**src/common/sad_pkg.sv**
```systemverilog
package sad_pkg;

    // register map
    localparam logic [7:0] addr_reference         = 8'd0;
    localparam logic [7:0] addr_threshold         = 8'd1;
    localparam logic [7:0] addr_status            = 8'd2;
    localparam logic [7:0] addr_bits_per_sample   = 8'd3;
    localparam logic [7:0] addr_ref_samples       = 8'd4;
    localparam logic [7:0] addr_multiple_triggers = 8'd5;

    // threshold and lane sums share this width
    localparam int threshold_width = 32;

    // one access on the register bus
    typedef struct packed {
        logic [7:0] address;
        logic [7:0] bytecnt;  // byte index, lsb first
        logic [7:0] wdata;
        logic       read;
        logic       write;
    } reg_bus_t;

    // sequencer states
    typedef enum logic [1:0] {
        st_idle         = 2'd0,
        st_initializing = 2'd1,
        st_running      = 2'd2,
        st_flush        = 2'd3
    } sad_state_e;

endpackage

```
**src/logic/sad_control.sv**
```systemverilog
module sad_control #(
    parameter int ref_samples = 8
) (
    input  logic                   reset,
    input  logic                   adc_sampleclk,
    input  logic                   armed_and_ready,
    input  logic                   active,
    input  logic                   multiple_triggers,
    input  logic                   clear_status,
    input  logic                   any_hit,
    output logic [ref_samples-1:0] lane_enable,
    output logic                   trigger
);

    localparam int cnt_width = (ref_samples > 1) ? $clog2(ref_samples) : 1;
    localparam logic [cnt_width-1:0] last_lane = cnt_width'(ref_samples - 1);

    sad_pkg::sad_state_e    state;
    logic [cnt_width-1:0]   start_cnt;  // next lane to start

    always_ff @(posedge adc_sampleclk) begin
        if (reset) begin
            state       <= sad_pkg::st_idle;
            start_cnt   <= '0;
            lane_enable <= '0;
            trigger     <= 1'b0;
        end else begin
            case (state)
                sad_pkg::st_idle: begin
                    start_cnt   <= '0;
                    lane_enable <= '0;
                    trigger     <= 1'b0;
                    if (armed_and_ready && active)
                        state <= sad_pkg::st_initializing;
                end

                sad_pkg::st_initializing: begin
                    // one lane per cycle, each lane owns one window phase
                    lane_enable[start_cnt] <= 1'b1;
                    start_cnt <= start_cnt + 1'b1;
                    trigger   <= 1'b0;
                    if (start_cnt == last_lane)
                        state <= sad_pkg::st_running;
                end

                sad_pkg::st_running: begin
                    if (!active) begin
                        trigger <= 1'b0;
                        state   <= sad_pkg::st_flush;
                    end else begin
                        trigger <= any_hit;
                        if (any_hit && !multiple_triggers)
                            state <= sad_pkg::st_flush;  // single shot done
                    end
                end

                sad_pkg::st_flush: begin
                    trigger     <= 1'b0;
                    lane_enable <= '0;  // let the lane pipelines drain
                    if (!armed_and_ready || clear_status)
                        state <= sad_pkg::st_idle;
                end
            endcase
        end
    end

endmodule

```
**src/logic/sad_regs.sv**
```systemverilog
module sad_regs #(
    parameter int ref_samples     = 8,
    parameter int bits_per_sample = 8
) (
    input  logic                                    reset,
    input  logic                                    adc_sampleclk,
    input  sad_pkg::reg_bus_t                       bus,
    input  logic                                    trigger,
    output logic [7:0]                              rdata,
    output logic [ref_samples*bits_per_sample-1:0]  reference,
    output logic [sad_pkg::threshold_width-1:0]     threshold,
    output logic                                    multiple_triggers,
    output logic                                    clear_status
);

    // reference storage rounded up to whole bytes
    localparam int ref_bytes = (ref_samples * bits_per_sample + 7) / 8;
    localparam int thr_bytes = sad_pkg::threshold_width / 8;

    logic [ref_bytes*8-1:0] ref_q;
    logic                   triggered;  // sticky
    logic                   ref_in_range;
    logic                   thr_in_range;

    assign ref_in_range = (bus.bytecnt < ref_bytes);
    assign thr_in_range = (bus.bytecnt < thr_bytes);

    assign reference = ref_q[ref_samples*bits_per_sample-1:0];

    // any write to status clears it
    assign clear_status = bus.write && (bus.address == sad_pkg::addr_status);

    always_ff @(posedge adc_sampleclk) begin
        if (reset) begin
            ref_q             <= '0;
            threshold         <= '0;
            multiple_triggers <= 1'b0;
        end else if (bus.write) begin
            case (bus.address)
                sad_pkg::addr_reference: begin
                    if (ref_in_range)
                        ref_q[bus.bytecnt*8 +: 8] <= bus.wdata;
                end
                sad_pkg::addr_threshold: begin
                    if (thr_in_range)
                        threshold[bus.bytecnt*8 +: 8] <= bus.wdata;
                end
                sad_pkg::addr_multiple_triggers: multiple_triggers <= bus.wdata[0];
                default: ;
            endcase
        end
    end

    always_ff @(posedge adc_sampleclk) begin
        if (reset)
            triggered <= 1'b0;
        else if (clear_status)
            triggered <= 1'b0;  // clear beats a simultaneous trigger
        else if (trigger)
            triggered <= 1'b1;
    end

    always_comb begin
        rdata = 8'h00;
        if (bus.read) begin
            case (bus.address)
                sad_pkg::addr_reference: begin
                    if (ref_in_range)
                        rdata = ref_q[bus.bytecnt*8 +: 8];
                end
                sad_pkg::addr_threshold: begin
                    if (thr_in_range)
                        rdata = threshold[bus.bytecnt*8 +: 8];
                end
                sad_pkg::addr_status:            rdata = {7'b0, triggered};
                sad_pkg::addr_bits_per_sample:   rdata = 8'(bits_per_sample);
                sad_pkg::addr_ref_samples:       rdata = 8'(ref_samples);
                sad_pkg::addr_multiple_triggers: rdata = {7'b0, multiple_triggers};
                default:                         rdata = 8'h00;
            endcase
        end
    end

endmodule

```
**src/logic/sad_trigger.sv**
```systemverilog
module sad_trigger #(
    parameter int ref_samples     = 8,
    parameter int bits_per_sample = 8
) (
    input  logic                        reset,
    input  logic                        adc_sampleclk,
    input  logic [bits_per_sample-1:0]  adc_datain,
    input  logic                        armed_and_ready,
    input  logic                        active,
    input  sad_pkg::reg_bus_t           bus,
    output logic [7:0]                  rdata,
    output logic                        trigger
);

    logic [ref_samples*bits_per_sample-1:0] reference;
    logic [sad_pkg::threshold_width-1:0]    threshold;
    logic                                   multiple_triggers;
    logic                                   clear_status;
    logic [ref_samples-1:0]                 lane_enable;
    logic                                   any_hit;

    sad_regs #(
        .ref_samples     (ref_samples),
        .bits_per_sample (bits_per_sample)
    ) u_regs (
        .reset             (reset),
        .adc_sampleclk     (adc_sampleclk),
        .bus               (bus),
        .trigger           (trigger),
        .rdata             (rdata),
        .reference         (reference),
        .threshold         (threshold),
        .multiple_triggers (multiple_triggers),
        .clear_status      (clear_status)
    );

    sad_control #(
        .ref_samples (ref_samples)
    ) u_control (
        .reset             (reset),
        .adc_sampleclk     (adc_sampleclk),
        .armed_and_ready   (armed_and_ready),
        .active            (active),
        .multiple_triggers (multiple_triggers),
        .clear_status      (clear_status),
        .any_hit           (any_hit),
        .lane_enable       (lane_enable),
        .trigger           (trigger)
    );

    sad_engine #(
        .ref_samples     (ref_samples),
        .bits_per_sample (bits_per_sample)
    ) u_engine (
        .reset         (reset),
        .adc_sampleclk (adc_sampleclk),
        .adc_datain    (adc_datain),
        .reference     (reference),
        .threshold     (threshold),
        .lane_enable   (lane_enable),
        .any_hit       (any_hit)
    );

endmodule

```
**src/sad_core/sad_engine.sv**
```systemverilog
module sad_engine #(
    parameter int ref_samples     = 8,
    parameter int bits_per_sample = 8
) (
    input  logic                                    reset,
    input  logic                                    adc_sampleclk,
    input  logic [bits_per_sample-1:0]              adc_datain,
    input  logic [ref_samples*bits_per_sample-1:0]  reference,
    input  logic [sad_pkg::threshold_width-1:0]     threshold,
    input  logic [ref_samples-1:0]                  lane_enable,
    output logic                                    any_hit
);

    logic [bits_per_sample-1:0] sample_r;  // shared by every lane
    logic [ref_samples-1:0]     lane_hit;

    always_ff @(posedge adc_sampleclk) begin
        if (reset)
            sample_r <= '0;
        else
            sample_r <= adc_datain;
    end

    // lane i sees windows starting at sample i, i+ref_samples, ...
    generate
        for (genvar i = 0; i < ref_samples; i++) begin : gen_lane
            sad_lane #(
                .ref_samples     (ref_samples),
                .bits_per_sample (bits_per_sample)
            ) u_lane (
                .adc_sampleclk (adc_sampleclk),
                .enable        (lane_enable[i]),
                .sample        (sample_r),
                .reference     (reference),
                .threshold     (threshold),
                .hit           (lane_hit[i])
            );
        end
    endgenerate

    assign any_hit = |lane_hit;

endmodule

```
**src/sad_core/sad_lane.sv**
```systemverilog
module sad_lane #(
    parameter int ref_samples     = 8,
    parameter int bits_per_sample = 8
) (
    input  logic                                    adc_sampleclk,
    input  logic                                    enable,
    input  logic [bits_per_sample-1:0]              sample,
    input  logic [ref_samples*bits_per_sample-1:0]  reference,
    input  logic [sad_pkg::threshold_width-1:0]     threshold,
    output logic                                    hit
);

    localparam int phase_width = (ref_samples > 1) ? $clog2(ref_samples) : 1;
    localparam logic [phase_width-1:0] last_phase = phase_width'(ref_samples - 1);

    logic [phase_width-1:0]              phase;
    logic [bits_per_sample-1:0]          ref_sample;
    logic [bits_per_sample-1:0]          abs_diff;
    logic                                diff_valid;
    logic                                diff_first;
    logic                                diff_last;
    logic [sad_pkg::threshold_width-1:0] sum;
    logic [sad_pkg::threshold_width-1:0] sum_next;

    // reference sample for the current window position
    assign ref_sample = reference[phase*bits_per_sample +: bits_per_sample];

    always_ff @(posedge adc_sampleclk) begin
        if (!enable)
            phase <= '0;  // lane idle, restart on next enable
        else if (phase == last_phase)
            phase <= '0;
        else
            phase <= phase + 1'b1;
    end

    // stage 1, absolute difference
    always_ff @(posedge adc_sampleclk) begin
        diff_valid <= enable;
        diff_first <= enable && (phase == '0);
        diff_last  <= enable && (phase == last_phase);
        if (sample > ref_sample)
            abs_diff <= sample - ref_sample;
        else
            abs_diff <= ref_sample - sample;
    end

    // first sample of a window starts a fresh sum
    assign sum_next = (diff_first ? '0 : sum) + sad_pkg::threshold_width'(abs_diff);

    // stage 2, accumulate and compare
    always_ff @(posedge adc_sampleclk) begin
        if (diff_valid)
            sum <= sum_next;
        hit <= diff_valid && diff_last && (sum_next <= threshold);
    end

endmodule

```
**config.mk**
```make
export PLATFORM = sky130hd
export DESIGN_NAME = sad_trigger
export DESIGN_NICKNAME = d
export VERILOG_FILES = /design/src/common/sad_pkg.sv /design/src/logic/sad_control.sv /design/src/logic/sad_regs.sv /design/src/logic/sad_trigger.sv /design/src/sad_core/sad_engine.sv /design/src/sad_core/sad_lane.sv
export SDC_FILE = /design/constraint.sdc
export NUM_CORES = 2
export LEC_CHECK = 0
export ABC_AREA = 1
export ABC_CLOCK_PERIOD_IN_PS = 4400
export BUFFER_PORTS_ARGS = -buffer_cell sky130_fd_sc_hd__buf_4
export CORE_MARGIN = 1.5
export CORE_UTILIZATION = 50
export CTS_CLUSTER_SIZE = 14
export DETAILED_ROUTE_END_ITERATION = 10
export PLACE_DENSITY = 0.75
export SLEW_MARGIN = 30
export SYNTH_ARGS = -nofsm -noshare
export SYNTH_HDL_FRONTEND = slang
export SYNTH_SLANG_ARGS = --single-unit
```
**constraint.sdc**
```tcl
create_clock -name adc_sampleclk -period 4.4 [get_ports adc_sampleclk]
set_input_delay 0.88 -clock adc_sampleclk [delete_from_list [all_inputs] [get_ports adc_sampleclk]]
set_output_delay 0.88 -clock adc_sampleclk [all_outputs]
set_load 0.005 [all_outputs]
```
# Yosys cells after proc, flatten, opt, wreduce, memory -nomap -nowiden
# Index checks and enable logic that the tools add are counted.
[word_totals]
ff_bits = 496
in_bits = 38
out_inout_bits = 9
elab_cells = 265
[op_classes]
n_addsub = 34
magnitude_cmp = 20
eq_ne = 21
n_shift = 14
n_mux = 34
n_bitwise = 9
reduce_logical = 68
[op_table]
columns = ["operator", "n"]
rows = [
  ["$shiftx 64x7->8", 8],
  ["$add 32x8->32", 8],
  ["$le 32x32->1", 8],
  ["$mux 32", 8],
  ["$sub 8x8->8", 16],
  ["$mux 8", 11],
  ["$bwmux 64", 1],
  ["$gt 8x8->1", 8],
  ["$shift 8x34->64 const A", 1],
  ["$shiftx 64x12->8", 1],
  ["$shiftx 8x34->64", 1],
  ["$pmux 8 s5", 1],
  ["$logic_and 1x1->1", 36],
  ["$neg 11->34", 1],
  ["$shift 8x34->32 const A", 1],
  ["$shiftx 8x34->32", 1],
  ["$bwmux 32", 1],
  ["$shiftx 32x12->8", 1],
  ["$add 3x1->3 const B", 9],
  ["$eq 3x3->1 const B", 9],
  ["$logic_not 3->1", 8],
  ["$reduce_or 2->1", 11],
  ["$eq 8x2->1 const B", 2],
  ["$eq 8x3->1 const B", 2],
  ["28 further kinds", 46],
]

# Depth between registers and ports, before layout
[logic_depth]
word_depth = 6
ltp_mapped = 28
mapped_depth_nobuf = 26

# Cells and area by module
# A second synthesis with hierarchy kept.
[unflattened]
hier_cells = 6708
hier_area_um2 = 46093.0
[by_module_without_submodules]
columns = ["module", "n_inst", "cells_each", "area_each_um2", "seq_area_each_um2"]
rows = [
  ["sad_lane (u_engine.gen_lane[1].u_lane ...)", 5, 707, 4908.5, 1261.2],
  ["sad_lane (u_engine.gen_lane[0].u_lane ...)", 2, 693, 4869.7, 1261.2],
  ["sad_regs", 1, 976, 6007.0, 1961.9],
  ["sad_lane (u_engine.gen_lane[7].u_lane)", 1, 682, 4850.9, 1261.2],
  ["sad_control", 1, 89, 665.6, 280.3],
  ["sad_engine", 1, 40, 287.8, 160.2],
]

# Least setup slack after synthesis
# Ideal clock, no wire load.
[synth_timing]
path_type = "reg2reg"
start = "register u_engine.gen_lane[3].u_lane.diff_first"
end = "register u_engine.gen_lane[3].u_lane.hit"
setup_ns = 0.118
arrival_ns = 3.693
required_time_ns = 4.282
slack_ns = 0.588
path_stages_with_launch = 28
n_path_buf = 3
synth_period_minus_slack_ns = 3.812
cell_sequence = "dfxtp_1 -> clkbuf_1 -> clkbuf_1 -> buf_1 -> nor2_1 -> ha_1 -> fa_1 -> nand2_1 -> inv_1 -> nand2_1 -> nand2_1 -> nand2_1 -> nand3_1 -> nand2_1 -> nand2_1 -> nand2_1 -> nor2_1 -> nand2_1 -> nor2_1 -> xor2_1 -> ha_1 -> nand2_1 -> nor3b_1 -> nand3_1 -> nor3_1 -> nand2_1 -> nand3_1 -> a21oi_1"
[synth_via]
elab_chain_len = 4
[synth_lines]
columns = ["element", "line", "text"]
rows = [
  ["start: declaration", "sad_lane.sv:20", "logic diff_first;"],
  ["start signal: assignment", "sad_lane.sv:40", "diff_first <= enable && (phase == '0);"],
  ["$mux 32", "sad_lane.sv:49", "assign sum_next = (diff_first ? '0 : sum) + sad_pkg::threshold_width'(abs_diff);"],
  ["$add 32x8->32", "sad_lane.sv:49", ""],
  ["via u_engine.gen_lane[3].u_lane.sum_next (one bit)", "sad_lane.sv:23", "logic [sad_pkg::threshold_width-1:0] sum_next;"],
  ["$le 32x32->1", "sad_lane.sv:55", "hit <= diff_valid && diff_last && (sum_next <= threshold);"],
  ["$logic_and 1x1->1", "sad_lane.sv:55", ""],
  ["end signal: assignment", "sad_lane.sv:55", ""],
  ["end: declaration", "sad_lane.sv:10", "output logic hit"],
]
# The timed path passes the listed nets, and every way through them passes these cells.
# A chain may end at the register's enable or synchronous reset.

# Worst setup path in the final report
[layout_timing]
start = "register u_engine.gen_lane[7].u_lane.diff_first"
end = "register u_engine.gen_lane[7].u_lane.hit"
[layout_via]
elab_chain_len = 4
[layout_lines]
columns = ["element", "line"]
rows = [
  ["start: declaration", "sad_lane.sv:20"],
  ["start signal: assignment", "sad_lane.sv:40"],
  ["$mux 32", "sad_lane.sv:49"],
  ["$add 32x8->32", "sad_lane.sv:49"],
  ["via u_engine.gen_lane[7].u_lane.sum_next (one bit)", "sad_lane.sv:23"],
  ["$le 32x32->1", "sad_lane.sv:55"],
  ["$logic_and 1x1->1", "sad_lane.sv:55"],
  ["end signal: assignment", "sad_lane.sv:55"],
  ["end: declaration", "sad_lane.sv:10"],
]
# The timed path passes the listed nets, and every way through them passes these cells.

==> summary.txt <==
Timing
  – Fin worst setup slack: 0.356 ns
  – Final setup TNS: 0 ns
  – Crit share post-route: 0.919
  – RSZ-0062 raised after global routing: no
  – Tmin final: 4.04 ns
  – Setup Viol. Count Final: 0
  – Highest Clock Rate: 247 MHz
  – Endpoints failing hold: 0
  – Slew @ Worst Pin: 1.08 ns
  – Max Clock Skew: approximately 0.042 ns
  – Max Transition Viols Final: 0
  – Relative slew margins: 0.276

Layout
  – NumNets Final: 6384
  – Most common cell after layout, fill and taps aside: nand2_1
  – Footprint of the multi-input gates: 25300 um2
  – Flip-flop and latch area: 12500 um2
  – Most frequent cells in the layout: nand2_1 (1012), inv_1 (797), nor2_1 (695)
  – Syn-to-layout area delta: 8.65%
  – Finished Core Util: 0.551
  – Layout cell share with drive strength beyond 1: 0.0527
  – Fill count: 7767

Clock network
  – Setup Fix Bufs, Post-CTS: 0
  – TritonCTS Buffers: 59
  – Total clock sinks: 496
  – CTS root buf: clkbuf_16
  – CTS H-tree depth: 2
  – Worst-Skew Late Latency: 0.66 ns
  – CTS tree: done
  – Clock Path Buffers: 3
  – Clk slew on worst S/H paths: approximately 0.070 ns

Setup path
  – Most frequent CP cell: nand2_1
  – Worst Path Arrival: around 4.6 ns
  – Kind of critical path: flop to flop
  – Worst EP required: a little under 5 ns
  – Worst-path cell chain: nor2_1 > ha_1 > nand3_1 > nand2_1 > a21oi_1 > o21ai_0 > nand2_1 > nor2_1 > nand2_1 > xor2_1 > ha_1 > nand2_1 > inv_1 > nand3_1 > nor3_1 > o21ai_0 > nand2_1 > nand2_1 > nand3b_1 > a21oi_1
  – Max Fanout on Critical Path: 15
  – Critical Path End Type: flop
  – Crit-path max cell delay: 0.71 ns
  – Startpoint types: flop
  – Slowest cell on the critical path: dfxtp_1
  – R2R depth: 20

Route
  – Vias: 40009
  – Pre-Repair DR Iteration Count: 6
  – WL final: 139 mm
  – First DRT Iteration DRCs: 4424
  – DR vias/cell: 5.74
  – # DRC: 0
  – Wire length per cell: 20.0 um
  – ANT nets after route: 0

Power and ir drop
  – VDD IR-drop max: 0.000297 V
  – Net Sw Power: ~6.1 mW
  – Combinational share of power: 0.353
  – Sw Ratio: 0.368
  – Power share of the clock group: 0.309
  – PD cells: 366 nW/um2
  – Power Internal: 10.5 mW
  – Leak Pwr: 20.2 nW
  – Sequential Power Share: 0.338
  – Overall Power: 16.6 mW

GRT
  – Total GRT Usage: 0.319
  – Initial antenna violation count: 4
  – Largest net degree at the start of global routing: 62
  – Vias in the first global route: around 37000
  – Global-route wire length before repair: 211 mm
  – Grt total ovfl: 0

Place
  – Dpl ws: 0.293 ns
  – Port Buffer Count: 46
  – Gpl congestion: about 1.0
  – Final HPWL DP: 101 mm

Die
  – # IOs: 47
  – Vert. Die Dim: about 300 um
  – Row count: 105
  – Starting Density: 0.507
  – Die Wd: 292 um
  – CORE AREA: 82400 um2
  – Die area: between 80000 and 90000 um2

Synthesis
  – Syn Inst Count: 5863
  – Synth Register Bits: between 400 and 500
  – Cell area after synthesis: 41800 um2
  – Number of synthesized flops with an enable pin: 256
  – Synth warnings: 0
  – Most used flip-flop cell after synthesis: edfxtp_1
  – Syn Area/Cell: 7.12 um2
  – FFs w/ async S/R, synth: 0
  – Post-Syn Nets: 6398
  – Sequential fraction of the synthesis area: 0.299
  – Synth unique cells: just over 60

Status
  – Status: finished, final reports clean

Min path
  – HP Class: flop to flop
  – Worst Hold Depth: 2

Job
  – Max capacitance violation total: 0
## metrics by stage
step                cells  instance area, um2  hold WS, ns
floorplan            5863               41800        0.364
global placement     6858               43300        0.396
detailed placement   6858               43300        0.395
CTS                  6969               45400        0.400
global route         6970               45400        0.419
finish               6971               45400        0.391
## power groups by stage
| stage | sequential (mW) | combinational [mW] | clock [mW] |
|---|---|---|---|
| after global routing | 5.65 | 6.64 | 5.35 |
| final | 5.62 | 5.85 | 5.14 |
| after CTS | 5.62 | 5.75 | 5.17 |
| after detailed placement | 5.71 | 5.69 | 0 |
| after global placement | 5.70 | 5.53 | 0 |
| after floorplan | 5.67 | 4.30 | 0 |
## worst max-delay path, delay by kind of cell (launching register included)
kind	cells	cell delay, ns
fa+ha+maj	2	0.65
buf+inv	1	0.06
simple gates	12	1.56
compound gates	4	0.78
flops	1	0.71
xor+xnor	1	0.18
## sequential cells by signal, indices dropped and copies added (netlist names)
name / count
u_control.lane_enable: 8
u_engine.gen_lane.u_lane.diff_valid: 8
u_engine.gen_lane.u_lane.sum: 256
u_regs.threshold: 32
u_engine.gen_lane.u_lane.hit: 8
u_control.state: 2
u_regs.reference: 64
u_engine.sample_r: 8
u_engine.gen_lane.u_lane.diff_last: 8
u_control.start_cnt: 3
u_regs.multiple_triggers: 1
u_engine.gen_lane.u_lane.diff_first: 8
u_control.trigger: 1
u_engine.gen_lane.u_lane.phase: 24
u_engine.gen_lane.u_lane.abs_diff: 64
u_regs.triggered: 1
## kinds of logic (layout without fill, tap and decap cells)
group                      after synthesis  in the layout  share of synthesized area
AOI/OAI and AO/OA                     1222           1222                      0.153
xor gates and xnor gates               280            280                     0.0587
adders and majority gates              497            497                      0.153
buffers and inverters                 1058           1094                     0.0959
DFF                                    496            496                      0.299
muxes                                   32             32                    0.00791
other                                    0              2                          0
and+or+nand+nor                       2278           2278                      0.232
## worst paths after layout
check | startpoint | end | slack, ns
min reg2reg | u_engine.gen_lane[2].u_lane.diff_last$_DFF_P_ | u_engine.gen_lane[2].u_lane.hit$_DFF_P_ | 0.39
max | u_engine.gen_lane[7].u_lane.diff_first$_DFF_P_ | u_engine.gen_lane[7].u_lane.hit$_DFF_P_ | 0.36
max reg2reg | u_engine.gen_lane[7].u_lane.diff_first$_DFF_P_ | u_engine.gen_lane[7].u_lane.hit$_DFF_P_ | 0.36
min | u_engine.gen_lane[2].u_lane.diff_last$_DFF_P_ | u_engine.gen_lane[2].u_lane.hit$_DFF_P_ | 0.39
## timing repair
item	CTS	global route
hold buffers	0	0
setup endpoints to repair	0	2
gates resized for setup	0	2
## cell usage after synthesis (10+ instances only)
library cell | count | area share
a21oi_1 | 582 | 0.070
a221oi_1 | 10 | 0.0021
buf_1 | 43 | 0.0039
buf_2 | 18 | 0.0022
clkbuf_1 | 151 | 0.014
clkinv_1 | 32 | 0.0029
dfxtp_1 | 240 | 0.12
edfxtp_1 | 256 | 0.18
fa_1 | 24 | 0.012
ha_1 | 473 | 0.14
inv_1 | 804 | 0.072
mux2i_1 | 24 | 0.0058
nand2_1 | 1012 | 0.091
nand3_1 | 269 | 0.032
nand4_1 | 103 | 0.015
nor2_1 | 695 | 0.062
nor3_1 | 107 | 0.013
nor4_1 | 32 | 0.0048
o211ai_1 | 41 | 0.0074
o21ai_0 | 511 | 0.061
o21ai_1 | 23 | 0.0028
o21bai_1 | 14 | 0.0025
xnor2_1 | 68 | 0.014
xor2_1 | 212 | 0.044
## per-layer routing
layer  up-vias  global-route usage  part of all wire
met5         -                   0           0.00019
met4         4               0.230             0.084
met3       461              0.0616             0.098
met2      1958               0.473              0.41
met1     18167               0.416              0.41
li1      19419                   -                 -
## cell type report
| class | count | area share |
|---|---|---|
| Clock inverter | 34 | 0.00656 |
| Clock buffer | 77 | 0.0386 |
| Multi-Input combinational cell | 4309 | 0.557 |
| Inverter | 844 | 0.0699 |
| Sequential cell | 496 | 0.275 |
| Tap cell | 1070 | 0.0295 |
| Timing Repair Buffer | 139 | 0.0230 |
| Antenna cell | 2 | 0.000110 |
Note: power is estimated with default switching activity, not from simulation.
